File: config.mk
export PLATFORM = sky130hd
export DESIGN_NAME = dbg_top
export DESIGN_NICKNAME = d
export VERILOG_FILES = /design/src/source/dbg_pkg.sv /design/src/source/uart_rx_word.sv /design/src/source/uart_tx_word.sv /design/src/source/hw_breakpoints.sv /design/src/source/dbg_cmd_fsm.sv /design/src/source/dbg_top.sv
export SDC_FILE = /design/constraint.sdc
export NUM_CORES = 1
export LEC_CHECK = 0
export ABC_CLOCK_PERIOD_IN_PS = 4350
export BUFFER_PORTS_ARGS = -buffer_cell sky130_fd_sc_hd__buf_2
export CORE_UTILIZATION = 34
export DETAILED_ROUTE_END_ITERATION = 6
export PLACE_DENSITY_LB_ADDON = 0.2
export SYNTH_ARGS = -nofsm -noshare
export SYNTH_HDL_FRONTEND = slang
export SYNTH_SLANG_ARGS = --single-unit
File: constraint.sdc
create_clock -name clk -period 4.35 [get_ports clk]
set_input_delay 0.435 -clock clk [delete_from_list [all_inputs] [get_ports clk]]
set_output_delay 0.435 -clock clk [all_outputs]
set_load 0.02 [all_outputs]
File: src/source/dbg_pkg.sv
package dbg_pkg;

    ////////////////////
    // timing and sizes
    ////////////////////

    // about 115200 baud at 10 MHz
    localparam int unsigned CLKS_PER_BIT = 87;

    // partial word is dropped after this long without a new start bit
    localparam int unsigned BYTE_GAP_CLKS = 20 * CLKS_PER_BIT;

    // per argument word of a multi-word exchange
    localparam int unsigned WAIT_TIMEOUT_CLKS = 50000;

    localparam int unsigned MAX_HW_BREAKPOINTS = 8;
    localparam int unsigned HB_IDX_WIDTH = $clog2(MAX_HW_BREAKPOINTS);

    ////////////////////
    // types
    ////////////////////

    typedef logic [31:0] word_t;

    // memory request seen by the core, sync read
    typedef struct packed {
        word_t addr;
        word_t din;
        logic  en;
        logic  we;
    } mem_req_t;

    // breakpoint slot update
    typedef struct packed {
        logic [HB_IDX_WIDTH-1:0] idx;
        word_t                   addr;
        logic                    set;
        logic                    clr;
    } hb_cmd_t;

    ////////////////////
    // protocol
    ////////////////////

    // sent for a multi-word timeout
    localparam word_t FAIL_RESPONSE = 32'hF00FF00F;

    // command codes, upper three bytes of the command word
    localparam logic [23:0] CMD_RESET_ON     = 24'h0FF000;
    localparam logic [23:0] CMD_RESET_OFF    = 24'h0FF001;
    localparam logic [23:0] CMD_PAUSE        = 24'h0FF005;
    localparam logic [23:0] CMD_STEP         = 24'h0FF006;
    localparam logic [23:0] CMD_CONTINUE     = 24'h0FF007;
    localparam logic [23:0] CMD_STATUS       = 24'h0FF008;
    localparam logic [23:0] CMD_READ_MEM     = 24'h0FF009;
    localparam logic [23:0] CMD_WRITE_MEM    = 24'h0FF00A;
    localparam logic [23:0] CMD_SET_HW_BREAK = 24'h0FF00D;
    localparam logic [23:0] CMD_CLR_HW_BREAK = 24'h0FF00E;

endpackage

File: src/source/uart_rx_word.sv
`timescale 1ns/1ps

module uart_rx_word (
    input  logic          clk,
    input  logic          clr_mcu_reset,
    input  logic          srx,
    output logic          rx_ready,
    output dbg_pkg::word_t rx_word
);
    import dbg_pkg::*;

    typedef enum logic [1:0] {RX_IDLE, RX_START, RX_DATA, RX_STOP} rx_state_t;

    rx_state_t state;
    logic srx_meta;
    logic srx_sync;
    logic [$clog2(CLKS_PER_BIT)-1:0] clk_cnt;
    logic [$clog2(BYTE_GAP_CLKS)-1:0] gap_cnt;
    logic [2:0] bit_cnt;
    logic [1:0] byte_cnt;
    logic [7:0] byte_sr;
    logic [23:0] word_sr;

    // two-flop synchronizer on the serial line
    always_ff @(posedge clk) begin
        if (clr_mcu_reset) begin
            srx_meta <= 1'b1;
            srx_sync <= 1'b1;
        end else begin
            srx_meta <= srx;
            srx_sync <= srx_meta;
        end
    end

    always_ff @(posedge clk) begin
        if (clr_mcu_reset) begin
            state <= RX_IDLE;
            clk_cnt <= '0;
            gap_cnt <= '0;
            bit_cnt <= '0;
            byte_cnt <= '0;
            rx_ready <= 1'b0;
        end else begin
            rx_ready <= 1'b0;
            case (state)
                RX_IDLE: begin
                    clk_cnt <= '0;
                    bit_cnt <= '0;
                    if (!srx_sync) begin
                        gap_cnt <= '0;
                        state <= RX_START;
                    end else if (byte_cnt != 2'd0) begin
                        // drop a partial word after a long gap
                        if (gap_cnt == BYTE_GAP_CLKS - 1) begin
                            byte_cnt <= '0;
                            gap_cnt <= '0;
                        end else begin
                            gap_cnt <= gap_cnt + 1'b1;
                        end
                    end
                end
                RX_START: begin
                    // recheck the start bit at its centre
                    if (clk_cnt == CLKS_PER_BIT / 2) begin
                        clk_cnt <= '0;
                        state <= srx_sync ? RX_IDLE : RX_DATA;
                    end else begin
                        clk_cnt <= clk_cnt + 1'b1;
                    end
                end
                RX_DATA: begin
                    if (clk_cnt == CLKS_PER_BIT - 1) begin
                        clk_cnt <= '0;
                        // lsb first
                        byte_sr <= {srx_sync, byte_sr[7:1]};
                        bit_cnt <= bit_cnt + 1'b1;
                        if (bit_cnt == 3'd7) begin
                            state <= RX_STOP;
                        end
                    end else begin
                        clk_cnt <= clk_cnt + 1'b1;
                    end
                end
                RX_STOP: begin
                    if (clk_cnt == CLKS_PER_BIT - 1) begin
                        clk_cnt <= '0;
                        state <= RX_IDLE;
                        if (srx_sync) begin
                            word_sr <= {word_sr[15:0], byte_sr};
                            byte_cnt <= byte_cnt + 1'b1;
                            if (byte_cnt == 2'd3) begin
                                rx_word <= {word_sr, byte_sr};
                                rx_ready <= 1'b1;
                            end
                        end else begin
                            // framing error, lose the partial word
                            byte_cnt <= '0;
                        end
                    end else begin
                        clk_cnt <= clk_cnt + 1'b1;
                    end
                end
                default: state <= RX_IDLE;
            endcase
        end
    end

    // a word takes 40 bit times, so ready can never repeat back to back
    a_ready_single: assert property (
        @(posedge clk) disable iff (clr_mcu_reset) rx_ready |=> !rx_ready
    );

endmodule

File: src/source/uart_tx_word.sv
`timescale 1ns/1ps

module uart_tx_word (
    input  logic           clk,
    input  logic           clr_mcu_reset,
    input  logic           start,
    input  dbg_pkg::word_t tx_word,
    output logic           stx,
    output logic           tx_idle
);
    import dbg_pkg::*;

    logic busy;
    logic [$clog2(CLKS_PER_BIT)-1:0] clk_cnt;
    logic [3:0] bit_cnt;
    logic [1:0] byte_cnt;
    // data bits and stop bit still to go out for the current byte
    logic [8:0] frame;
    logic [23:0] rest;

    assign tx_idle = !busy;

    always_ff @(posedge clk) begin
        if (clr_mcu_reset) begin
            busy <= 1'b0;
            stx <= 1'b1;
            clk_cnt <= '0;
            bit_cnt <= '0;
            byte_cnt <= '0;
        end else if (!busy) begin
            if (start) begin
                // msb first, start bit goes out right away
                busy <= 1'b1;
                stx <= 1'b0;
                frame <= {1'b1, tx_word[31:24]};
                rest <= tx_word[23:0];
                clk_cnt <= '0;
                bit_cnt <= '0;
                byte_cnt <= '0;
            end
        end else if (clk_cnt == CLKS_PER_BIT - 1) begin
            clk_cnt <= '0;
            if (bit_cnt == 4'd9) begin
                // stop bit finished
                bit_cnt <= '0;
                if (byte_cnt == 2'd3) begin
                    busy <= 1'b0;
                end else begin
                    byte_cnt <= byte_cnt + 1'b1;
                    stx <= 1'b0;
                    frame <= {1'b1, rest[23:16]};
                    rest <= {rest[15:0], 8'h00};
                end
            end else begin
                stx <= frame[0];
                frame <= {1'b1, frame[8:1]};
                bit_cnt <= bit_cnt + 1'b1;
            end
        end else begin
            clk_cnt <= clk_cnt + 1'b1;
        end
    end

    a_start_when_idle: assert property (
        @(posedge clk) disable iff (clr_mcu_reset) start |-> tx_idle
    );

endmodule

File: src/source/hw_breakpoints.sv
`timescale 1ns/1ps

module hw_breakpoints (
    input  logic             clk,
    input  logic             clr_mcu_reset,
    input  dbg_pkg::hb_cmd_t hb_cmd,
    input  dbg_pkg::word_t   pc_next,
    input  logic             cu_pausable,
    output logic             hb_pause
);
    import dbg_pkg::*;

    word_t bp_addr [MAX_HW_BREAKPOINTS];
    logic [MAX_HW_BREAKPOINTS-1:0] bp_valid;

    always_ff @(posedge clk) begin
        if (clr_mcu_reset) begin
            bp_valid <= '0;
        end else if (hb_cmd.set) begin
            bp_valid[hb_cmd.idx] <= 1'b1;
        end else if (hb_cmd.clr) begin
            bp_valid[hb_cmd.idx] <= 1'b0;
        end
    end

    always_ff @(posedge clk) begin
        if (hb_cmd.set) begin
            bp_addr[hb_cmd.idx] <= hb_cmd.addr;
        end
    end

    // match is combinational so the core stops before the matching fetch
    always_comb begin
        logic hit;
        hit = 1'b0;
        for (int i = 0; i < MAX_HW_BREAKPOINTS; i++) begin
            hit |= bp_valid[i] && (bp_addr[i] == pc_next);
        end
        hb_pause = cu_pausable && hit;
    end

    a_set_clr_excl: assert property (
        @(posedge clk) disable iff (clr_mcu_reset) !(hb_cmd.set && hb_cmd.clr)
    );

endmodule

File: src/source/dbg_cmd_fsm.sv
`timescale 1ns/1ps

module dbg_cmd_fsm (
    input  logic              clk,
    input  logic              clr_mcu_reset,
    input  logic              rx_ready,
    input  dbg_pkg::word_t    rx_word,
    input  logic              tx_idle,
    output logic              tx_send,
    output dbg_pkg::word_t    tx_word,
    output dbg_pkg::mem_req_t mem_req,
    input  dbg_pkg::word_t    mem_dout,
    output dbg_pkg::hb_cmd_t  hb_cmd,
    input  logic              hb_pause,
    input  logic              cu_paused,
    output logic              cu_pause,
    output logic              mcu_reset
);
    import dbg_pkg::*;

    typedef enum logic [3:0] {
        IDLE, FAILED, WAIT_PAUSED, S_PAUSE, ST_SEND_STATUS,
        RM_WAIT_ADDR, RM_READ_DATA, RM_SEND_DATA,
        WM_WAIT_ADDR, WM_WAIT_DATA,
        SHB_WAIT_INDEX, SHB_WAIT_ADDR,
        CHB_WAIT_INDEX, CHB_CLEAR,
        SEND_CKSUM
    } state_t;

    typedef enum logic [2:0] {SEL_ECHO, SEL_MEMD, SEL_STATUS, SEL_CKSUM, SEL_FAIL} tx_sel_t;

    state_t state;
    state_t next_state;
    tx_sel_t tx_sel;

    word_t r_addr;
    word_t r_cksum;
    logic [HB_IDX_WIDTH-1:0] r_idx;
    logic r_mcu_reset;
    logic r_cu_pause;
    logic [$clog2(WAIT_TIMEOUT_CLKS+1)-1:0] wait_cnt;

    logic rx_valid;
    logic waiting;
    logic timed_out;
    logic set_reset, clr_reset;
    logic set_pause, clr_pause;
    logic ld_addr, ld_idx;
    logic clr_cksum, acc_rx, acc_tx;

    // command bytes must xor to zero
    assign rx_valid = (rx_word[7:0] ^ rx_word[15:8] ^ rx_word[23:16] ^ rx_word[31:24]) == 8'h00;
    assign timed_out = (wait_cnt == WAIT_TIMEOUT_CLKS);
    assign waiting = state inside {RM_WAIT_ADDR, WM_WAIT_ADDR, WM_WAIT_DATA,
                                   SHB_WAIT_INDEX, SHB_WAIT_ADDR, CHB_WAIT_INDEX};

    assign mcu_reset = clr_mcu_reset || r_mcu_reset;
    assign cu_pause = r_cu_pause || hb_pause;

    ////////////////////
    // response word
    ////////////////////

    always_comb begin
        case (tx_sel)
            SEL_ECHO:   tx_word = rx_word;
            SEL_MEMD:   tx_word = mem_dout;
            SEL_STATUS: tx_word = {30'b0, cu_pause, mcu_reset};
            SEL_CKSUM:  tx_word = r_cksum;
            default:    tx_word = FAIL_RESPONSE;
        endcase
    end

    ////////////////////
    // next state
    ////////////////////

    always_comb begin
        next_state = state;
        tx_send = 1'b0;
        tx_sel = SEL_ECHO;
        mem_req = '{addr: r_addr, din: rx_word, en: 1'b0, we: 1'b0};
        hb_cmd = '{idx: r_idx, addr: rx_word, set: 1'b0, clr: 1'b0};
        {set_reset, clr_reset, set_pause, clr_pause} = '0;
        {ld_addr, ld_idx, clr_cksum, acc_rx, acc_tx} = '0;

        case (state)
            IDLE: begin
                if (rx_ready && rx_valid && tx_idle) begin
                    case (rx_word[31:8])
                        CMD_RESET_ON:  begin set_reset = 1'b1; tx_send = 1'b1; end
                        CMD_RESET_OFF: begin clr_reset = 1'b1; tx_send = 1'b1; end
                        CMD_CONTINUE:  begin clr_pause = 1'b1; tx_send = 1'b1; end
                        // pause echoes only once the core has stopped
                        CMD_PAUSE: begin
                            set_pause = 1'b1;
                            next_state = WAIT_PAUSED;
                        end
                        // one cycle without pause lets one instruction through
                        CMD_STEP: begin
                            clr_pause = 1'b1;
                            next_state = S_PAUSE;
                        end
                        CMD_STATUS, CMD_READ_MEM, CMD_WRITE_MEM,
                        CMD_SET_HW_BREAK, CMD_CLR_HW_BREAK: begin
                            tx_send = 1'b1;
                            clr_cksum = 1'b1;
                            case (rx_word[31:8])
                                CMD_STATUS:       next_state = ST_SEND_STATUS;
                                CMD_READ_MEM:     next_state = RM_WAIT_ADDR;
                                CMD_WRITE_MEM:    next_state = WM_WAIT_ADDR;
                                CMD_SET_HW_BREAK: next_state = SHB_WAIT_INDEX;
                                default:          next_state = CHB_WAIT_INDEX;
                            endcase
                        end
                        default: ;
                    endcase
                end
            end
            FAILED: begin
                if (tx_idle) begin
                    tx_sel = SEL_FAIL;
                    tx_send = 1'b1;
                    next_state = IDLE;
                end
            end
            S_PAUSE: begin
                set_pause = 1'b1;
                next_state = WAIT_PAUSED;
            end
            WAIT_PAUSED: begin
                // a core in reset counts as paused
                if (cu_paused || mcu_reset) begin
                    tx_send = 1'b1;
                    next_state = IDLE;
                end
            end
            ST_SEND_STATUS: begin
                if (tx_idle) begin
                    tx_sel = SEL_STATUS;
                    tx_send = 1'b1;
                    acc_tx = 1'b1;
                    next_state = SEND_CKSUM;
                end
            end
            RM_WAIT_ADDR, WM_WAIT_ADDR: begin
                if (timed_out) begin
                    next_state = FAILED;
                end else if (rx_ready) begin
                    ld_addr = 1'b1;
                    acc_rx = 1'b1;
                    next_state = (state == RM_WAIT_ADDR) ? RM_READ_DATA : WM_WAIT_DATA;
                end
            end
            RM_READ_DATA: begin
                // read data lasts one cycle, so the transmitter must be free first
                if (tx_idle) begin
                    mem_req.en = 1'b1;
                    next_state = RM_SEND_DATA;
                end
            end
            RM_SEND_DATA: begin
                tx_sel = SEL_MEMD;
                tx_send = 1'b1;
                acc_tx = 1'b1;
                next_state = SEND_CKSUM;
            end
            WM_WAIT_DATA: begin
                if (timed_out) begin
                    next_state = FAILED;
                end else if (rx_ready) begin
                    mem_req.en = 1'b1;
                    mem_req.we = 1'b1;
                    acc_rx = 1'b1;
                    next_state = SEND_CKSUM;
                end
            end
            SHB_WAIT_INDEX, CHB_WAIT_INDEX: begin
                if (timed_out) begin
                    next_state = FAILED;
                end else if (rx_ready) begin
                    ld_idx = 1'b1;
                    acc_rx = 1'b1;
                    next_state = (state == SHB_WAIT_INDEX) ? SHB_WAIT_ADDR : CHB_CLEAR;
                end
            end
            SHB_WAIT_ADDR: begin
                if (timed_out) begin
                    next_state = FAILED;
                end else if (rx_ready) begin
                    hb_cmd.set = 1'b1;
                    acc_rx = 1'b1;
                    next_state = SEND_CKSUM;
                end
            end
            CHB_CLEAR: begin
                hb_cmd.clr = 1'b1;
                next_state = SEND_CKSUM;
            end
            SEND_CKSUM: begin
                if (tx_idle) begin
                    tx_sel = SEL_CKSUM;
                    tx_send = 1'b1;
                    next_state = IDLE;
                end
            end
            default: next_state = IDLE;
        endcase
    end

    ////////////////////
    // registers
    ////////////////////

    always_ff @(posedge clk) begin
        if (clr_mcu_reset) begin
            state <= IDLE;
            r_mcu_reset <= 1'b0;
            r_cu_pause <= 1'b0;
            wait_cnt <= '0;
        end else begin
            state <= next_state;
            if (set_reset) begin
                r_mcu_reset <= 1'b1;
            end else if (clr_reset) begin
                r_mcu_reset <= 1'b0;
            end
            // a breakpoint hit holds the pause
            if (set_pause || hb_pause) begin
                r_cu_pause <= 1'b1;
            end else if (clr_pause) begin
                r_cu_pause <= 1'b0;
            end
            // restarts for every argument word
            if (waiting && !rx_ready) begin
                if (!timed_out) begin
                    wait_cnt <= wait_cnt + 1'b1;
                end
            end else begin
                wait_cnt <= '0;
            end
        end
    end

    always_ff @(posedge clk) begin
        if (ld_addr) begin
            r_addr <= rx_word;
        end
        if (ld_idx) begin
            r_idx <= rx_word[HB_IDX_WIDTH-1:0];
        end
        if (clr_cksum) begin
            r_cksum <= '0;
        end else if (acc_rx) begin
            r_cksum <= r_cksum ^ rx_word;
        end else if (acc_tx) begin
            r_cksum <= r_cksum ^ tx_word;
        end
    end

    a_send_idle: assert property (
        @(posedge clk) disable iff (clr_mcu_reset) tx_send |-> tx_idle
    );
    a_we_en: assert property (
        @(posedge clk) disable iff (clr_mcu_reset) mem_req.we |-> mem_req.en
    );

endmodule

File: src/source/dbg_top.sv
`timescale 1ns/1ps

module dbg_top (
    input  logic              clk,
    input  logic              clr_mcu_reset,
    input  logic              srx,
    output logic              stx,
    output logic              mcu_reset,
    output logic              cu_pause,
    input  logic              cu_pausable,
    input  logic              cu_paused,
    output dbg_pkg::mem_req_t mem_req,
    input  dbg_pkg::word_t    mem_dout,
    input  dbg_pkg::word_t    pc_next
);
    import dbg_pkg::*;

    logic    rx_ready;
    word_t   rx_word;
    logic    tx_send;
    word_t   tx_word;
    logic    tx_idle;
    hb_cmd_t hb_cmd;
    logic    hb_pause;

    uart_rx_word u_uart_rx (
        .clk           (clk),
        .clr_mcu_reset (clr_mcu_reset),
        .srx           (srx),
        .rx_ready      (rx_ready),
        .rx_word       (rx_word)
    );

    uart_tx_word u_uart_tx (
        .clk           (clk),
        .clr_mcu_reset (clr_mcu_reset),
        .start         (tx_send),
        .tx_word       (tx_word),
        .stx           (stx),
        .tx_idle       (tx_idle)
    );

    dbg_cmd_fsm u_cmd_fsm (
        .clk           (clk),
        .clr_mcu_reset (clr_mcu_reset),
        .rx_ready      (rx_ready),
        .rx_word       (rx_word),
        .tx_idle       (tx_idle),
        .tx_send       (tx_send),
        .tx_word       (tx_word),
        .mem_req       (mem_req),
        .mem_dout      (mem_dout),
        .hb_cmd        (hb_cmd),
        .hb_pause      (hb_pause),
        .cu_paused     (cu_paused),
        .cu_pause      (cu_pause),
        .mcu_reset     (mcu_reset)
    );

    hw_breakpoints u_hw_bp (
        .clk           (clk),
        .clr_mcu_reset (clr_mcu_reset),
        .hb_cmd        (hb_cmd),
        .pc_next       (pc_next),
        .cu_pausable   (cu_pausable),
        .hb_pause      (hb_pause)
    );

endmodule

==> impl_metrics.json <==
{
  "crit_start": "u_hw_bp.bp_addr[0][15]",
  "dieArea_sq_mm": 0.0642,
  "synthesis.area_sq_mm": 0.0215,
  "synthesis.area_per_instance_sq_um": 13.1,
  "root_buffer": "clkbuf_16",
  "met2WireLength_um": 31200,
  "initial_core_util_pct": 34.7,
  "crit_family": "simple AND/OR/NAND/NOR gates",
  "grt_pass1_wl_um": 92000,
  "clkSinkCount": 492,
  "cp.required_ns": 3.91,
  "cts_resized": 0,
  "track_usage_pct": 19.8,
  "ctsHoldBuffers": 1,
  "min_period_ns": 3.91,
  "synth_edf_count": 387,
  "fin_skew_ns": 0.0229,
  "clock.fmax_ghz": 0.256,
  "crit_path_frequent_cell": "nor4_1",
  "die_w_um": 253,
  "wl_per_cell_um": 23.7,
  "ir_worst_vdd_mv": 0.316,
  "maxSlewHeadroom_pct": 13.7,
  "portBuffers": 137,
  "crit_fanout": 3,
  "start_kind": "flip-flop",
  "synthFlopType": "edfxtp_1",
  "cts_setup_buffers": 0,
  "outcome": "finished, final reports clean",
  "synth.net_count": 1727,
  "fin_area_sq_mm": 0.0250,
  "crit_cells": 9,
  "dpl.hpwl_um": 41100,
  "cap_viol_max_count": 0,
  "fin_tns_setup_ns": 0,
  "ys_warn_count": 0,
  "p_leak_nw": 8.49,
  "worstReg2RegEnd": "u_uart_tx.rest[0]",
  "vias_per_cell": 5.04,
  "dr.pass1.iters": 6,
  "clock_path_buffers": 3,
  "gp_congestion": 0.856,
  "crit_buf_inv": 2,
  "ys_ff_latch": 492,
  "worstMarginPinSlew_ns": 1.28,
  "grt_max_degree": 57,
  "arrival_ns": 3.47,
  "endpoint": "cu_pause",
  "final-hold-violation-count": 0,
  "asyncSetResetFlopFracSynth_pct": 0,
  "r2r_slack_ns": 0.95,
  "hold_slack_ns": 0.179,
  "finalSetupViolations": 0,
  "powerDensity_mw_per_mm2": 442,
  "overflow": 0,
  "clk_latency_ns": 0.61,
  "min_path_type": "in2reg",
  "reg2regPathDepth": 8,
  "syn2layout_area_growth_pct": 16.3,
  "cts_buffers": 55,
  "antenna_left": 0,
  "first_global_vias": 13500,
  "maxSlewViolCount": 0,
  "drc": 0,
  "synth_cell_types": 80,
  "route.top_layer_used": "met4",
  "criticalPathCategory": "reg2out",
  "finalWirelength_um": 63200,
  "rows": 91,
  "total_power_mw": 11.1,
  "cts_tree": "done",
  "r2r-start": "u_uart_rx.rx_word[11]",
  "antenna_found_initial": 3,
  "m1WireLength_um": 27200,
  "min_period_over_period_pct": 89.9,
  "drtIter0Drc": 1156,
  "ios": 138,
  "worst_path_largest_cell_delay_ns": 1.07,
  "finalNetCount": 1863,
  "cts.reportedPaths.clkPinSlew_ns": 0.06,
  "rsz0062_at_grt": "false",
  "syn_inst": 1640,
  "crit_slowest_cell": "nor4_1",
  "die-height_um": 253,
  "core_area_sq_mm": 0.0621,
  "cts-htree-levels": 2,
  "route.met3.wl_um": 3230,
  "yosysSeqAreaShare_pct": 63.8,
  "cp-end-kind": "primary output",
  "drive_gt1_share_pct": 17.1,
  "vias": 13400,
  "placed_cell_area_sq_mm": 0.0232,
  "path_cells": "xor2_1, nor4_1, nand3_1, o22ai_1, nor4_1, buf_4, nand2b_1, nand2_1, buf_2"
}
## tightest hold or removal path, delay by kind of cell
kind                   cells  cell delay, ns
AOI/OAI and AO/OA          1            0.06
buffers and inverters      1            0.09
and+or+nand+nor            1            0.08
## worst min path at each step
stage | end | slack [ns] | cells after the start | start
2_1_floorplan | u_uart_rx.srx_sync | 0.39 | 1 | u_uart_rx.srx_meta
3_3_place_gp | u_uart_rx.srx_sync | 0.39 | 1 | u_uart_rx.srx_meta
3_5_place_dp | u_uart_rx.srx_sync | 0.39 | 1 | u_uart_rx.srx_meta
4_1_cts | u_uart_tx.rest[5] | 0.14 | 3 | mem_dout[5]
5_1_grt | u_uart_tx.rest[5] | 0.19 | 3 | mem_dout[5]
6_report | u_uart_tx.rest[5] | 0.18 | 3 | mem_dout[5]
## cells by family (layout without fill, tap and decap cells)
family / count (synthesis) / in the layout / synth area share (%)
compound gates: 195 / 195 / 6.53
flops: 492 / 492 / 63.8
buf+inv: 158 / 341 / 3.47
fa+ha+maj: 18 / 18 / 1.05
mux: 26 / 26 / 1.23
xor+xnor: 337 / 337 / 13.7
simple gates: 414 / 414 / 10.2
other cells: 0 / 1 / 0
## report_power, final
group	switching, mW	internal [mW]	leakage, nW	total (mW)
registers	0.0939	5.19	4.33	5.28
logic	0.674	0.388	3.25	1.06
clock network	1.91	2.80	0.903	4.71
total	2.68	8.37	8.49	11.1
## Yosys cell counts, drive strengths merged, types with 14 or more instances
cell      n  share of area (%)
a22oi    33                1.2
nor3     29               0.75
buf      43                1.4
nand4    54                1.6
xor2    170                6.9
nor4     38                1.2
edfxtp  387                 54
ha       18                1.0
mux2i    22                1.0
a222oi   15               0.70
a221o    16               0.74
nand2    65                1.1
dfxtp   105                9.8
clkbuf   72                1.3
a211oi   19               0.66
nand3    28               0.77
o21ai    24               0.56
inv      42               0.73
nor2    124                2.2
xnor2   167                6.8
a21oi    47                1.1
nor2b    14               0.41
## area by class of cell
cell class	instances	area (sq um)
fill	5888	37000
timing repair buffer	195	1160
antenna	1	2.50
tap	837	1050
multi-input combinational	990	7070
clock buffer	84	1620
clock inverter	20	226
sequential	492	13700
inverter	42	158
## state kept, by name (all words and copies together), names as in the netlist, 8 cells and up, named ones only
register / count
u_uart_rx.rx_word: 32
u_uart_rx.byte_sr: 8
u_uart_tx.frame: 8
u_uart_rx.word_sr: 24
u_cmd_fsm.wait_cnt: 16
u_uart_tx.rest: 24
u_cmd_fsm.r_cksum: 32
u_uart_rx.gap_cnt: 11
u_cmd_fsm.r_addr: 32
u_hw_bp.bp_addr: 256
## metal layers
| metal | track usage (%) | vias up |
|---|---|---|
| met5 | 0 | - |
| met4 | 5.97 | 0 |
| met3 | 2.77 | 79 |
| met2 | 33.7 | 374 |
| met1 | 26.0 | 6712 |
| li1 | - | 6234 |
## layout by cell type (no fill, tap or decap), types with 15 or more instances in the layout
cell / netlist / routed
xor2_1: 170 / 170
nand2_1: 64 / 64
nand3_1: 26 / 26
clkbuf_1: 72 / 17
nor4_1: 36 / 36
clkbuf_16: 0 / 56
a222oi_1: 15 / 15
ha_1: 18 / 18
xnor2_1: 167 / 167
inv_1: 41 / 41
buf_2: 5 / 137
dfxtp_1: 105 / 104
a221o_1: 16 / 16
edfxtp_1: 387 / 387
nor3_1: 27 / 21
a21oi_1: 46 / 46
buf_4: 32 / 54
o21ai_0: 22 / 22
nor2_1: 124 / 122
mux2i_1: 22 / 22
nand4_1: 54 / 54
a211oi_1: 19 / 19
a22oi_1: 33 / 33
## through the flow
step                      setup slack [ns]  util (%)  cells
after floorplan                      0.114         -   1640
after global placement               0.766      37.3   2555
after detailed placement             0.777      37.3   2555
after CTS                            0.534      40.3   2660
after global routing                 0.383      40.3   2660
final                                0.441      40.3   2661
No activity file was read; power rests on OpenSTA's default activity.
